<file path="config.mk">
export PLATFORM = sky130hd
export DESIGN_NAME = edge_assembler
export DESIGN_NICKNAME = d
export VERILOG_FILES = /design/src/hdl/cu_pkg.sv /design/src/hdl/edge_assembler.sv
export SDC_FILE = /design/constraint.sdc
export NUM_CORES = 1
export LEC_CHECK = 0
export BUFFER_PORTS_ARGS = -buffer_cell sky130_fd_sc_hd__buf_2
export CELL_PAD_IN_SITES_DETAIL_PLACEMENT = 1
export CELL_PAD_IN_SITES_GLOBAL_PLACEMENT = 2
export CORE_AREA = 3 3 129 131
export CTS_BUF_LIST = sky130_fd_sc_hd__clkbuf_2 sky130_fd_sc_hd__clkbuf_4 sky130_fd_sc_hd__clkbuf_8
export DETAILED_ROUTE_END_ITERATION = 12
export DIE_AREA = 0 0 132 134
export GPL_TIMING_DRIVEN = 0
export PLACE_DENSITY_LB_ADDON = 0.25
export SLEW_MARGIN = 20
export SYNTH_ARGS = -nofsm -noshare
export SYNTH_HDL_FRONTEND = slang
export SYNTH_SLANG_ARGS = --single-unit
</file>
<file path="constraint.sdc">
create_clock -name clock -period 4.25 [get_ports clock]
set_clock_uncertainty 0.2 [all_clocks]
set_input_delay 0.6375 -clock clock [delete_from_list [all_inputs] [get_ports clock]]
set_output_delay 0.6375 -clock clock [all_outputs]
set_load 0.1 [all_outputs]
</file>
<file path="src/hdl/cu_pkg.sv">
package cu_pkg;

	//////////////////////////////////////////////////
	// sizes
	//////////////////////////////////////////////////
	localparam int EDGE_SIZE             = 4;    // bytes per element
	localparam int CACHELINE_SIZE        = 64;   // bytes per line
	localparam int CACHELINE_EDGE_NUM    = CACHELINE_SIZE / EDGE_SIZE;
	localparam int EDGE_COUNT_BITS       = 16;
	localparam int ADDR_BITS             = 32;
	localparam int EDGE_FIFO_DEPTH       = 32;
	localparam int EDGE_FIFO_ALFULL_FREE = 4;    // free entries left when alfull rises
	localparam int EDGE_FIFO_PTR_BITS    = $clog2(EDGE_FIFO_DEPTH);

	localparam int EDGE_BITS        = EDGE_SIZE * 8;
	localparam int CACHELINE_BITS   = CACHELINE_SIZE * 8;
	localparam int EDGE_SHIFT       = $clog2(EDGE_SIZE);        // byte offset to element index
	localparam int LINE_OFFSET_BITS = $clog2(CACHELINE_SIZE);
	localparam int CL_IDX_BITS      = $clog2(CACHELINE_EDGE_NUM);
	localparam int CL_SIZE_BITS     = CL_IDX_BITS + 1;          // holds 0..16

	localparam logic [7:0] CU_ID = 8'd1;

	// which of the three edge arrays
	typedef enum logic [1:0] {
		ARRAY_SRC    = 2'd0,
		ARRAY_DEST   = 2'd1,
		ARRAY_WEIGHT = 2'd2
	} array_sel_t;

	//////////////////////////////////////////////////
	// job and descriptor structs
	//////////////////////////////////////////////////
	typedef struct packed {
		logic                       valid;
		logic [EDGE_COUNT_BITS-1:0] id;
		logic [EDGE_COUNT_BITS-1:0] inverse_edges_idx;   // first edge of the vertex
		logic [EDGE_COUNT_BITS-1:0] inverse_out_degree;
	} vertex_job_t;

	typedef struct packed {
		logic                 valid;
		logic [ADDR_BITS-1:0] src_base;
		logic [ADDR_BITS-1:0] dest_base;
		logic [ADDR_BITS-1:0] weight_base;
	} wed_t;

	typedef struct packed {
		logic                       valid;
		logic [EDGE_COUNT_BITS-1:0] id;
		logic [EDGE_BITS-1:0]       src;
		logic [EDGE_BITS-1:0]       dest;
		logic [EDGE_BITS-1:0]       weight;
	} edge_job_t;

	//////////////////////////////////////////////////
	// memory side
	//////////////////////////////////////////////////
	typedef struct packed {
		logic                    valid;
		array_sel_t              array;
		logic [ADDR_BITS-1:0]    address;            // line aligned
		logic [CL_IDX_BITS-1:0]  cacheline_offset;   // first element in the line
		logic [CL_SIZE_BITS-1:0] real_size;          // elements wanted
		logic [7:0]              cu_id;
	} read_cmd_t;

	typedef struct packed {
		logic                      valid;
		array_sel_t                array;
		logic [CL_IDX_BITS-1:0]    cacheline_offset;
		logic [CL_SIZE_BITS-1:0]   real_size;
		logic [CACHELINE_BITS-1:0] line;     // word k in bits [32k+31:32k]
	} read_resp_t;

	typedef struct packed {
		logic valid;    // head entry present
		logic empty;
		logic full;
		logic alfull;
	} buffer_status_t;

endpackage

</file>
<file path="src/hdl/edge_assembler.sv">
module edge_assembler
	import cu_pkg::*;
(
	input  logic                       clock,
	input  logic                       rstn,
	input  logic [EDGE_BITS-1:0]       src_elem,
	input  logic [EDGE_BITS-1:0]       dest_elem,
	input  logic [EDGE_BITS-1:0]       weight_elem,
	input  logic                       src_valid,
	input  logic                       dest_valid,
	input  logic                       weight_valid,
	input  logic                       new_vertex,
	output logic                       shift,
	output edge_job_t                  edge_out,
	output logic [EDGE_COUNT_BITS-1:0] edge_count_pushed
);

	logic [EDGE_COUNT_BITS-1:0] id_next;    // runs across vertices
	logic [EDGE_COUNT_BITS-1:0] id_q;
	logic [EDGE_BITS-1:0]       src_q;
	logic [EDGE_BITS-1:0]       dest_q;
	logic [EDGE_BITS-1:0]       weight_q;
	logic                       edge_valid_q;
	logic                       new_vertex_q;
	logic                       vertex_start;

	assign shift        = src_valid && dest_valid && weight_valid;
	assign vertex_start = new_vertex && !new_vertex_q;    // rising edge of the active flag

	always_ff @(posedge clock or negedge rstn) begin
		if (!rstn) begin
			edge_valid_q <= 1'b0;
			id_next      <= '0;
			new_vertex_q <= 1'b0;
		end else begin
			edge_valid_q <= shift;
			new_vertex_q <= new_vertex;
			if (shift)
				id_next <= id_next + 1'b1;
		end
	end

	always_ff @(posedge clock) begin
		if (shift) begin
			id_q     <= id_next;
			src_q    <= src_elem;
			dest_q   <= dest_elem;
			weight_q <= weight_elem;
		end
	end

	always_comb begin
		edge_out.valid  = edge_valid_q;
		edge_out.id     = id_q;
		edge_out.src    = src_q;
		edge_out.dest   = dest_q;
		edge_out.weight = weight_q;
	end

	//////////////////////////////////////////////////
	// pushes for the current vertex
	//////////////////////////////////////////////////
	always_ff @(posedge clock or negedge rstn) begin
		if (!rstn)
			edge_count_pushed <= '0;
		else if (vertex_start)
			edge_count_pushed <= EDGE_COUNT_BITS'(edge_valid_q);
		else if (edge_valid_q)
			edge_count_pushed <= edge_count_pushed + 1'b1;
	end

endmodule

</file>
Yosys cells after proc, flatten, opt, wreduce, memory -nomap -nowiden
Index checks and enable logic that the tools add are counted.

word-level totals
  flip-flop bits (word level) = 146
  input bits = 102
  output and inout bits = 130

operators by class
  add/subtract/negate cells = 2
  multiplexer cells = 2
  reductions and logical operators = 5

operators with widths
  kind                                                             count
  16-bit by 1-bit adder with 16-bit output, second input constant  2
  16-bit two-way mux                                               2
  1-bit logical AND                                                3
  2-bit nonzero test                                               1
  1-bit zero test                                                  1

Longest topological paths before layout
Gate-level depths: netlist of run 1.

  word-level depth = 3
  gate-level depth with buffers = 6

Worst setup path after synthesis of run 1
OpenSTA, ideal clock, no wires.

  kind = input -> register
  start = input weight_valid
  end = register id_next[3]
  library setup time = 134 ps
  data arrival time = 4178 ps
  path slack = -262 ps
  stages = 4
  path through = nand3_1 -> inv_1 -> nand4_1 -> xnor2_1

between the ends
  longest elaborated chain between the ends = 1

ends and longest elaborated chain
  element                 RTL line              text
  start: declaration      edge_assembler.sv:11  input logic weight_valid,
  1-bit logical AND       edge_assembler.sv:27  assign shift = src_valid && dest_valid && weight_valid;
  via shift               edge_assembler.sv:13  output logic shift,
  end signal: assignment  edge_assembler.sv:39  id_next <= id_next + 1'b1;
  end: declaration        edge_assembler.sv:18  logic [EDGE_COUNT_BITS-1:0] id_next;

The timed path passes the listed nets, and every way through them passes these cells.
A chain may end at the register's enable or synchronous reset.

Worst setup path after layout of run 1
  start = input src_valid
  end = output shift

between the ends
  longest elaborated chain between the ends = 2

ends and longest elaborated chain
  element                         RTL line              text
  start: declaration              edge_assembler.sv:9   input logic src_valid,
  1-bit logical AND (2 in a row)  edge_assembler.sv:27
  end: declaration                edge_assembler.sv:13

No other way between the ends.

==> impl_results.md, run 1 <==
* DP Wirelength at 9930 um
* Overflow left after global routing at 0
* Combinational power share at 15.6%
* Synth Warn # at 0
* Pwr Density at 507 nW/um2
* Final net count at 617
* Resized cells post-CTS at 0
* Antenna violations before repair at 2
* Share of post-route cells with drive strength above 1 at 53.0%
* I/O pin count at 232
* P_sw at 1.05 mW
* Hold crit path type: in2async
* Pin count of the biggest net entering global routing at 38
* Final antenna-violating net count at 0
* Post-CTS Setup Bufs at 0
* Synth Area in XOR/XNOR at 4.92%
* Post-placement cell count at 710
* Length in cells of the worst reg-to-reg path at 5
* Leakage power at 2.97 nW
* Die area at 17700 um2
* Number of core rows at 46
* Mux cell area share after synthesis at 0.201%
* Post-synth EDFFs at 112
* Max cap viols at 0
* CP startpoint: src_valid
* CP endpoint kind: primary output
* Critical Path RT at 3410 ps
* DR iter-0 viols at 157
* Initial core utilization at 31.7%
* Die X at 132 um
* Post-synth cell types at 28
* Die Y at 134 um
* Vias per cell at 4.27
* H-tree lvl count at 4
* Sequential power share at 47.2%
* Synth Instances at 260
* R2r endpoint: edge_count_pushed[6]
* First-pass DRT Iterations at 4
* F_max at 332 MHz
* Syn Std Cell Area at 4980 um2
* Port Buf Inserts at 231
* Combinational family with the most area after synthesis: simple AND/OR/NAND/NOR gates
* Unrepaired setup endpoints after global routing: false
* Dominant cells by area after synthesis: edfxtp_1 (67%), dfrtp_1 (17%), xnor2_1 (4.0%)
* Critical Path Fanout Max at 29
* CTS tree: done
* Cell taking the most area after synthesis: edfxtp_1
* Longest Clk Path Bufs at 2
* R2R Setup Slk at 2520 ps
* Core ar. at 15700 um2
* Final Max Slew Viols at 0
* Setup crit start kind: input port
* Total CTS buffers at 17
* Peak VDD IR at 0.202 mV
* Worst Max-Slew Pin Slew at 819 ps
* Fin Setup TNS at 0 ps
* Clk_lat worst skew at 430 ps
* CTS root buf: clkbuf_8
* Seq/Total Area, Yosys at 84.5%
* Non-filler instance count after layout at 744
* Crit Path Category: in2out
* Normalized max-slew margin at 45.4%
* Worst EP arrival at 2180 ps
* Final Hold Fails at 0
* Syn Area/Cell at 19.2 um2
* Routed len/inst at 17.7 um
* Fin crit period at 3020 ps
* Via count at 3176
* Adder-cell share of the synthesized area at 0.502%
* # clock sinks at 146
* DR DRC count at 0
* Top FF cell, synth: edfxtp_1
* Switching Fraction at 29.8%
* Routed wire length at 13200 um
* Tot GR Track Use at 15.0%
* Share of flip-flops with an asynchronous set or reset at 23.3%
* First-pass GRT wire length at 20000 um
* GP Congestion at 0.752
* P_int at 2.48 mW
* Compound-Gate Fraction of Synth Area at 0.477%
* Simple-Gate Fraction of Synth Area at 8.23%
* Crit share post-route at 70.9%
* Post-synth top area share at 67.5%
* Clock power share at 37.3%
* Clock-pin slew on the worst setup and hold paths at 80 ps
* Status: complete, no violations
* Reg2reg start: edge_count_pushed[0]
* Area grow syn2layout at 39.8%
* Setup Viol. Count Final at 0
* Hold buffers post-CTS at 0
* Vias in the first global route at 3329
* Synthesized flop and latch total at 146
* Synth Net Count at 364
[metal layers]
metal / up-vias / global-route usage, % / share of wire, %
met3: 17 / 6.08 / 7.4
met1: 1553 / 18.3 / 42
met2: 140 / 24.2 / 49
met5: - / 0 / 0
li1: 1466 / - / -
met4: 0 / 5.19 / 1.7
[how the worst max path moves through the flow]
stage | to | slack (ps) | cells past startpoint
floorplan | dest_q[0] | 590 | 2
global placement | shift | -410 | 4
detailed placement | shift | 1220 | 5
CTS | shift | 1210 | 5
global route | shift | 1120 | 5
finish | shift | 1230 | 5
[state kept, by name, indices dropped and copies added, names as in the netlist]
register and flops:
src_q 32, id_next 16, edge_count_pushed 16, edge_valid_q 1
new_vertex_q 1, dest_q 32, id_q 16, weight_q 32
[synth_stat cells, types with 3 or more instances]
cell type	n
nor3_1	3
xor2_1	5
inv_1	7
nand4_1	8
edfxtp_1	112
nor2_1	19
dfrtp_1	34
nand2_1	14
nor4_2	4
nand3_1	9
xnor2_1	23
[cell families after synthesis]
logic type      after synthesis
flops                       146
simple gates                 68
xor+xnor                     28
buf+inv                      11
compound gates                4
fa+ha+maj                     2
mux                           1
[power groups by stage]
stage	Clock (mW)	Combinational (mW)	Sequential [mW]
floorplan	0	0.0560	2.07
global placement	0	0.543	1.70
detailed placement	0	0.555	1.70
CTS	1.35	0.555	1.67
global route	1.42	0.572	1.68
finish	1.32	0.550	1.67
[critical path: stages]
cell and delay [ps]:
buf_2 100, nand3_1 240, clkinvlp_4 510, buf_12 350
buf_2 310
[area by class of cell]
type | instances | area, um2
timing repair buffer | 234 | 1220
clock inverter | 15 | 254
clock buffer | 17 | 234
multi-input combinational | 103 | 714
tap | 216 | 270
fill | 1664 | 8740
sequential | 146 | 4210
buffer | 4 | 30.0
inverter | 7 | 30.0
antenna | 2 | 5.00
[layout by cell type, fill, tap and decap left out, drive strengths merged, types with 3 or more instances in the layout]
cell type	n
buf	237
bufinv	6
clkbuf	18
clkinv	4
clkinvlp	3
dfrtp	34
edfxtp	112
inv	9
nand2	14
nand3	9
nand4	10
nor2	19
nor3	4
nor4	5
xnor2	23
xor2	5
[stage by stage]
step           utilization [%]  area [um2]  hold slack [ps]  setup WS, ps  total power, mW
2_1_floorplan                -        4990              142           588             2.12
3_3_place_gp              40.8        6410              265          -409             2.24
3_5_place_dp              41.2        6470              272          1220             2.25
4_1_cts                   44.3        6960             88.8          1210             3.58
5_1_grt                   44.3        6970             85.5          1120             3.67
6_report                  44.3        6970             89.1          1230             3.53
(Power assumes the default switching activity.)
==> inputs of run 2 (changes only) <==
==> constraint.sdc (replaced) <==
create_clock -name clock -period 3.2 [get_ports clock]
set_clock_uncertainty 0.2 [all_clocks]
set_input_delay 0.48 -clock clock [delete_from_list [all_inputs] [get_ports clock]]
set_output_delay 0.48 -clock clock [all_outputs]
set_load 0.1 [all_outputs]
==> impl_results.md, run 2 (synthesis gave the netlist of run 1 again) <==
* Status: complete, no violations
* CTS root buf: clkbuf_8
* Normalized max-slew margin at 46.3% (+0.93 points)
* Max cap viols at 0 (unchanged)
* Setup crit start kind: input port
* Crit path max-delay family: buffers and inverters
* Unrepaired setup endpoints after global routing: false
* Area after DPL at 6490 um2 (+0.19%)
* Tot GR Track Use at 18.6% (+3.6 points)
* H-tree lvl count at 4 (unchanged)
* DP Wirelength at 10400 um (+4.9%)
* First-pass DRT Iterations at 4 (unchanged)
* Met1 usage at 20.3% (+2.0 points)
* Clk_lat worst skew at 430 ps (about the same)
* Post-placement cell count at 710 (unchanged)
* Worst EP arrival at 1840 ps (-340 ps)
* I/O pin count at 232 (unchanged)
* Longest Clk Path Bufs at 2 (unchanged)
* Vias per cell at 4.31 (+0.94%)
* Number of core rows at 46 (unchanged)
* Pin count of the biggest net entering global routing at 36 (-5.3%)
* Core ar. at 15700 um2 (unchanged)
* CP peak stage delay at 470 ps (-40 ps)
* Overflow left after global routing at 0 (unchanged)
* Total CTS buffers at 17 (unchanged)
* Clock-pin slew on the worst setup and hold paths at 80 ps (about the same)
* Most used cell, CP: buf_2
* Regs by FF count: dest_q x32, src_q x32, weight_q x32
* Via count at 3628 (+14%)
* Die area at 17700 um2 (unchanged)
* First-pass GRT wire length at 24500 um (+22%)
* Non-filler instance count after layout at 842 (+13%)
* Antenna violations before repair at 2 (unchanged)
* Routed len/inst at 19.4 um (+9.5%)
* Initial core utilization at 31.7% (unchanged)
* Cell area after layout at 7860 um2 (+13%)
* Grt peak-use layer: met2
* Worst Max-Slew Pin Slew at 805 ps (-13.9 ps)
* Final Max Slew Viols at 0 (unchanged)
* Routed wire length at 16300 um (+24%)
* Total power at 4.50 mW (+27%)
* Pre-CTS setup slack at 678 ps (-540 ps)
* Die Y at 134 um (unchanged)
* # clock sinks at 146 (unchanged)
* Critical Path Fanout Max at 32 (+10%)
* Setup ws final at 676 ps (-559 ps)
* Crit Path Category: in2out
* Final antenna-violating net count at 0 (unchanged)
* Port Buf Inserts at 231 (unchanged)
* DR iter-0 viols at 150 (-4.5%)
* Crit-path cells: buf_2, nand3_4, clkinvlp_4, buf_12, buf_2
* Commonest non-fill, non-tap cell in the layout: buf_2
* Met3 GRT Util at 6.68% (+0.60 points)
* Multi-input gate area at 727 um2 (+1.8%)
* Peak VDD IR at 0.259 mV (+28%)
* Fin Setup TNS at 0 ps (unchanged)
* Hold crit path type: in2reg
* CP endpoint kind: primary output
* Setup Viol. Count Final at 0 (unchanged)
* Pwr Density at 572 nW/um2 (+13%)
* Leakage power at 3.34 nW (+12%)
* Die X at 132 um (unchanged)
* Most frequent cells in the layout: buf_2 (231), edfxtp_1 (112), dlygate4sd3_1 (98), dfrtp_1 (34), xnor2_1 (23)
* Worst path slowest cell: buf_2
* FF+latch area at 4210 um2 (unchanged)
* Final Util at 50.0% (+5.7 points)
* Fillers at 1622 (-2.5%)
* Share of post-route cells with drive strength above 1 at 44.9% (-8.2 points)
* Fin crit period at 2520 ps
* Worst path bufs/invs at 4 (unchanged)
* F_max at 396 MHz
* Crit share post-route at 78.9%
* Vias in the first global route at 3919 (+18%)
* Critical Path RT at 2520 ps (-890 ps)
* Final net count at 715 (+16%)
* GP Congestion at 0.763 (+1.4%)
* Met2 global-route usage at 33.8% (+9.6 points)
* DR DRC count at 0 (unchanged)
* Worst hold slack at 159 ps (+69.5 ps)
* CTS tree: done
* Area grow syn2layout at 57.8%
* Final Hold Fails at 0 (unchanged)
==> run 2: changes by cell type in the layout (fill, tap and decap cells not counted), moves of 2 or more <==
cell           change
dlygate4sd3_1     +98
clkinv_4           -2
clkinv_2           +3
bufinv_16          -4
inv_6              +2
==> run 2: tightest hold or removal path, cell delays in order <==
cell and delay [ps]:
buf_2 110, nand3_4 90, xnor2_1 70
==> run 2: final timing paths <==
| kind | from | to | slack, ps | cells after the start |
|---|---|---|---|---|
| setup / recovery | weight_valid | shift | 680 | 5 |
| hold / removal | dest_valid | id_next[0] | 160 | 3 |
| setup reg to reg | edge_count_pushed[0] | edge_count_pushed[6] | 1500 | 5 |
| hold reg to reg | id_next[15] | id_next[15] | 300 | 1 |
| max in group asynchronous | rstn | edge_count_pushed[4] | 1820 | 2 |
| min in group asynchronous | rstn | id_next[3] | 470 | 2 |
==> run 2: cell type report <==
class / count / share of cell area, %
antenna: 2 / 0.0636
buffer: 4 / 0.382
clock inverter: 15 / 1.99
timing repair buffer: 332 / 27.9
multi-input combinational: 103 / 9.24
inverter: 7 / 0.382
tap: 216 / 3.44
sequential: 146 / 53.6
clock buffer: 17 / 2.98
==> run 2: power by group <==
part	internal [mW]	leakage, nW	switching [mW]
clock network	0.701	0.193	0.734
registers	2.15	1.50	0.0655
logic	0.202	1.65	0.644
==> run 2: repair_timing <==
action / in CTS / in global routing
hold endpoints to repair: 131 / 0
hold buffers: 98 / 0
buffers inserted: 0 / 0
resized for setup: 0 / 0
==> run 2: routing by layer <==
layer | part of all wire (%) | wire (um)
met2 | 54 | 8810
met3 | 7.3 | 1200
met1 | 38 | 6140
met5 | 0 | 0
met4 | 1.0 | 165
==> inputs of run 3 (changes only) <==
--- a/config.mk
+++ b/config.mk
@@ -5,13 +5,14 @@
 export SDC_FILE = /design/constraint.sdc
 export NUM_CORES = 1
 export LEC_CHECK = 0
+export ABC_AREA = 1
 export BUFFER_PORTS_ARGS = -buffer_cell sky130_fd_sc_hd__buf_2
 export CELL_PAD_IN_SITES_DETAIL_PLACEMENT = 1
 export CELL_PAD_IN_SITES_GLOBAL_PLACEMENT = 2
-export CORE_AREA = 3 3 129 131
+export CORE_AREA = 3 3 135 137
 export CTS_BUF_LIST = sky130_fd_sc_hd__clkbuf_2 sky130_fd_sc_hd__clkbuf_4 sky130_fd_sc_hd__clkbuf_8
 export DETAILED_ROUTE_END_ITERATION = 12
-export DIE_AREA = 0 0 132 134
+export DIE_AREA = 0 0 138 140
 export GPL_TIMING_DRIVEN = 0
 export PLACE_DENSITY_LB_ADDON = 0.25
 export SLEW_MARGIN = 20
==> constraint.sdc (replaced) <==
create_clock -name clock -period 2.4 [get_ports clock]
set_clock_uncertainty 0.2 [all_clocks]
set_input_delay 0.36 -clock clock [delete_from_list [all_inputs] [get_ports clock]]
set_output_delay 0.36 -clock clock [all_outputs]
set_load 0.1 [all_outputs]
==> impl_results.md, run 3 <==
* Status: complete, no violations
* Post-synth cell types at 28 (unchanged)
* Clock-pin slew on the worst setup and hold paths at 90 ps (about the same)
* Unrepaired setup endpoints after global routing: false
* Area grow syn2layout at 54.7%
* CP endpoint kind: primary output
* Final Hold Fails at 0 (unchanged)
* Met3 wire length at 1050 um (-13%)
* Worst hold slack at 55.2 ps (-103 ps)
* GP Congestion at 0.803 (+5.3%)
* I/O pin count at 232 (unchanged)
* Synth Warn # at 0 (unchanged)
* Setup Viol. Count Final at 0 (unchanged)
* Met2 wire len at 9270 um (+5.2%)
* First-pass DRT Iterations at 5 (+1)
* Pin count of the biggest net entering global routing at 35 (-2.8%)
* Area after DPL at 6840 um2 (+5.4%)
* Synth Instances at 366 (+41%)
* Fin Setup TNS at 0 ps (unchanged)
* Pwr Density at 732 nW/um2 (+28%)
* Most frequent cells in the layout: buf_2 (232), edfxtp_1 (112), dlygate4sd3_1 (98), nand2_1 (76), nor2_1 (40)
* Normalized max-slew margin at 43.8% (-2.5 points)
* Number of core rows at 48 (+4.3%)
* Synth Net Count at 470 (+29%)
* Share of post-route cells with drive strength above 1 at 39.8% (-5.1 points)
* R2R Setup Slk at 770 ps (-730 ps)
* DR DRC count at 0 (unchanged)
* Mux cell area share after synthesis at 0% (-0.20 points)
* Die Y at 140 um (+4.5%)
* Top FF cell, synth: edfxtp_1
* Regs by FF count: dest_q x32, src_q x32, weight_q x32
* Compound-Gate Fraction of Synth Area at 1.87% (+1.4 points)
* Commonest non-fill, non-tap cell in the layout: buf_2
* Via count at 4208 (+16%)
* Tot GR Track Use at 18.5% (-0.064 points)
* DR iter-0 viols at 158 (+5.3%)
* Worst Max-Slew Pin Slew at 843 ps (+37.4 ps)
* Hold Crit Depth at 3 (unchanged)
* Post-synth top area share at 63.6% (-3.9 points)
* Hold_sp: weight_valid
* Port Buf Inserts at 231 (unchanged)
* H-tree lvl count at 4 (unchanged)
* Length in cells of the worst reg-to-reg path at 8 (+3)
* Max Used Layer: met4
* Die area at 19300 um2 (+9.2%)
* Seq/Total Area, Yosys at 79.7% (-4.9 points)
* Leakage power at 3.56 nW (+6.6%)
* R2r endpoint: id_next[10]
* Dominant cells by area after synthesis: edfxtp_1 (64%), dfrtp_1 (16%), nand2_1 (5.5%)
* Synth Area in XOR/XNOR at 1.47% (-3.5 points)
* CTS root buf: clkbuf_8
* Final net count at 822 (+15%)
* Combinational family with the most area after synthesis: simple AND/OR/NAND/NOR gates
* Peak VDD IR at 0.294 mV (+13%)
* Die X at 138 um (+4.5%)
* Core ar. at 17200 um2 (+9.3%)
* Total CTS buffers at 17 (unchanged)
* Reg2reg start: id_next[1]
* Hold Path End: edge_valid_q
* Vias per cell at 4.40 (+2.2%)
* F_max at 488 MHz
* Antenna cells at 0 (-2)
* Critical Path Fanout Max at 14 (-56%)
* Wire length on met1 at 6660 um (+8.5%)
* Setup crit start kind: input port
* Simple-Gate Fraction of Synth Area at 14.0% (+5.8 points)
* Synthesized flop and latch total at 146 (unchanged)
* Max cap viols at 0 (unchanged)
* DP Wirelength at 11700 um (+12%)
* CTS tree: done
* Critical Path RT at 1840 ps (-680 ps)
* Final Max Slew Viols at 0 (unchanged)
* Syn Std Cell Area at 5290 um2 (+6.1%)
* Syn Area/Cell at 14.5 um2 (-25%)
* Cell taking the most area after synthesis: edfxtp_1
* Fin crit period at 2050 ps
* Crit share post-route at 85.4%
* Share of flip-flops with an asynchronous set or reset at 23.3% (unchanged)
* Cell with the most instances after synthesis: edfxtp_1
* Hold crit path type: in2reg
* Worst EP arrival at 1490 ps (-350 ps)
* Longest Clk Path Bufs at 2 (unchanged)
* Routed wire length at 17500 um (+7.4%)
* Post-synth EDFFs at 112 (unchanged)
* Clk_lat worst skew at 450 ps (+20 ps)
* Crit Path Category: in2out
* First-pass GRT wire length at 27200 um (+11%)
* Final antenna-violating net count at 0 (unchanged)
* Cell area after layout at 8180 um2 (+4.1%)
* Antenna violations before repair at 0 (-2)
* # clock sinks at 146 (unchanged)
* Most frequent cells after synthesis: edfxtp_1 (112), nand2_1 (77), nor2_1 (40)
* Vias in the first global route at 4562 (+16%)
* Initial core utilization at 30.8% (-0.93 points)
* Routed len/inst at 18.3 um (-5.4%)
* Overflow left after global routing at 0 (unchanged)
* Adder-cell share of the synthesized area at 0.473% (-0.029 points)
[run 3: cell count changes after synthesis, moves of 7 or more]
cell | before | now
xnor2_1 | 23 | 3
nand2_1 | 14 | 77
nor2_1 | 19 | 40
o21ai_0 | 1 | 8
inv_1 | 7 | 29
[run 3: cells by family after synthesis]
group	count (synthesis)
simple gates	158
flops	146
buf+inv	33
compound gates	19
xor+xnor	8
fa+ha+maj	2
[run 3: how the worst max path moves through the flow]
| stage | cells past startpoint | endpoint | slack, ps | start |
|---|---|---|---|---|
| floorplan | 7 | id_next[13] | -850 | src_valid |
| global placement | 4 | shift | -1850 | src_valid |
| detailed placement | 6 | weight_q[16] | 190 | src_valid |
| CTS | 4 | shift | 310 | src_valid |
| global route | 4 | shift | 260 | src_valid |
| finish | 4 | shift | 350 | src_valid |
[run 3: cell type report]
class,count,area (um2)
flip-flops and latches,146,4210
fillers,1881,8990
multi-input cells,187,965
plain buffers,3,20.0
clock buffers,17,234
well taps,225,282
clock inverters,15,129
repair buffers,333,2220
inverters,30,115
[run 3: stage by stage]
stage,cells,utilization (%),setup WS [ps],power [mW]
finish,956,47.6,350,5.99
global route,956,47.6,257,6.24
CTS,956,47.6,307,6.04
detailed placement,826,39.8,191,4.10
global placement,822,39.3,-1850,4.06
floorplan,366,-,-850,3.83
[run 3: timing repair]
action / in CTS / in global routing
gates resized for setup: 0 / 0
setup buffers: 0 / 0
endpoints found under the hold margin: 131 / 0
setup endpoints to repair: 0 / 0
hold buffers: 98 / 0
[run 3: where the power goes]
group / internal, mW / switching, mW / total (mW) / leakage, nW
logic: 0.285 / 0.903 / 1.19 / 1.88
registers: 2.88 / 0.105 / 2.99 / 1.51
clock network: 0.741 / 1.07 / 1.81 / 0.176
total: 3.91 / 2.08 / 5.99 / 3.56
[run 3: worst max-delay path, cell delays in order]
cell and delay [ps]:
buf_2 160, nand2_8 60, nor2_4 370, buf_2 530
[run 3: layer usage]
layer,vias up,track usage (%)
li1,1964,-
met1,2055,20.6
met2,158,33.2
met3,31,5.09
met4,0,8.42
met5,-,0
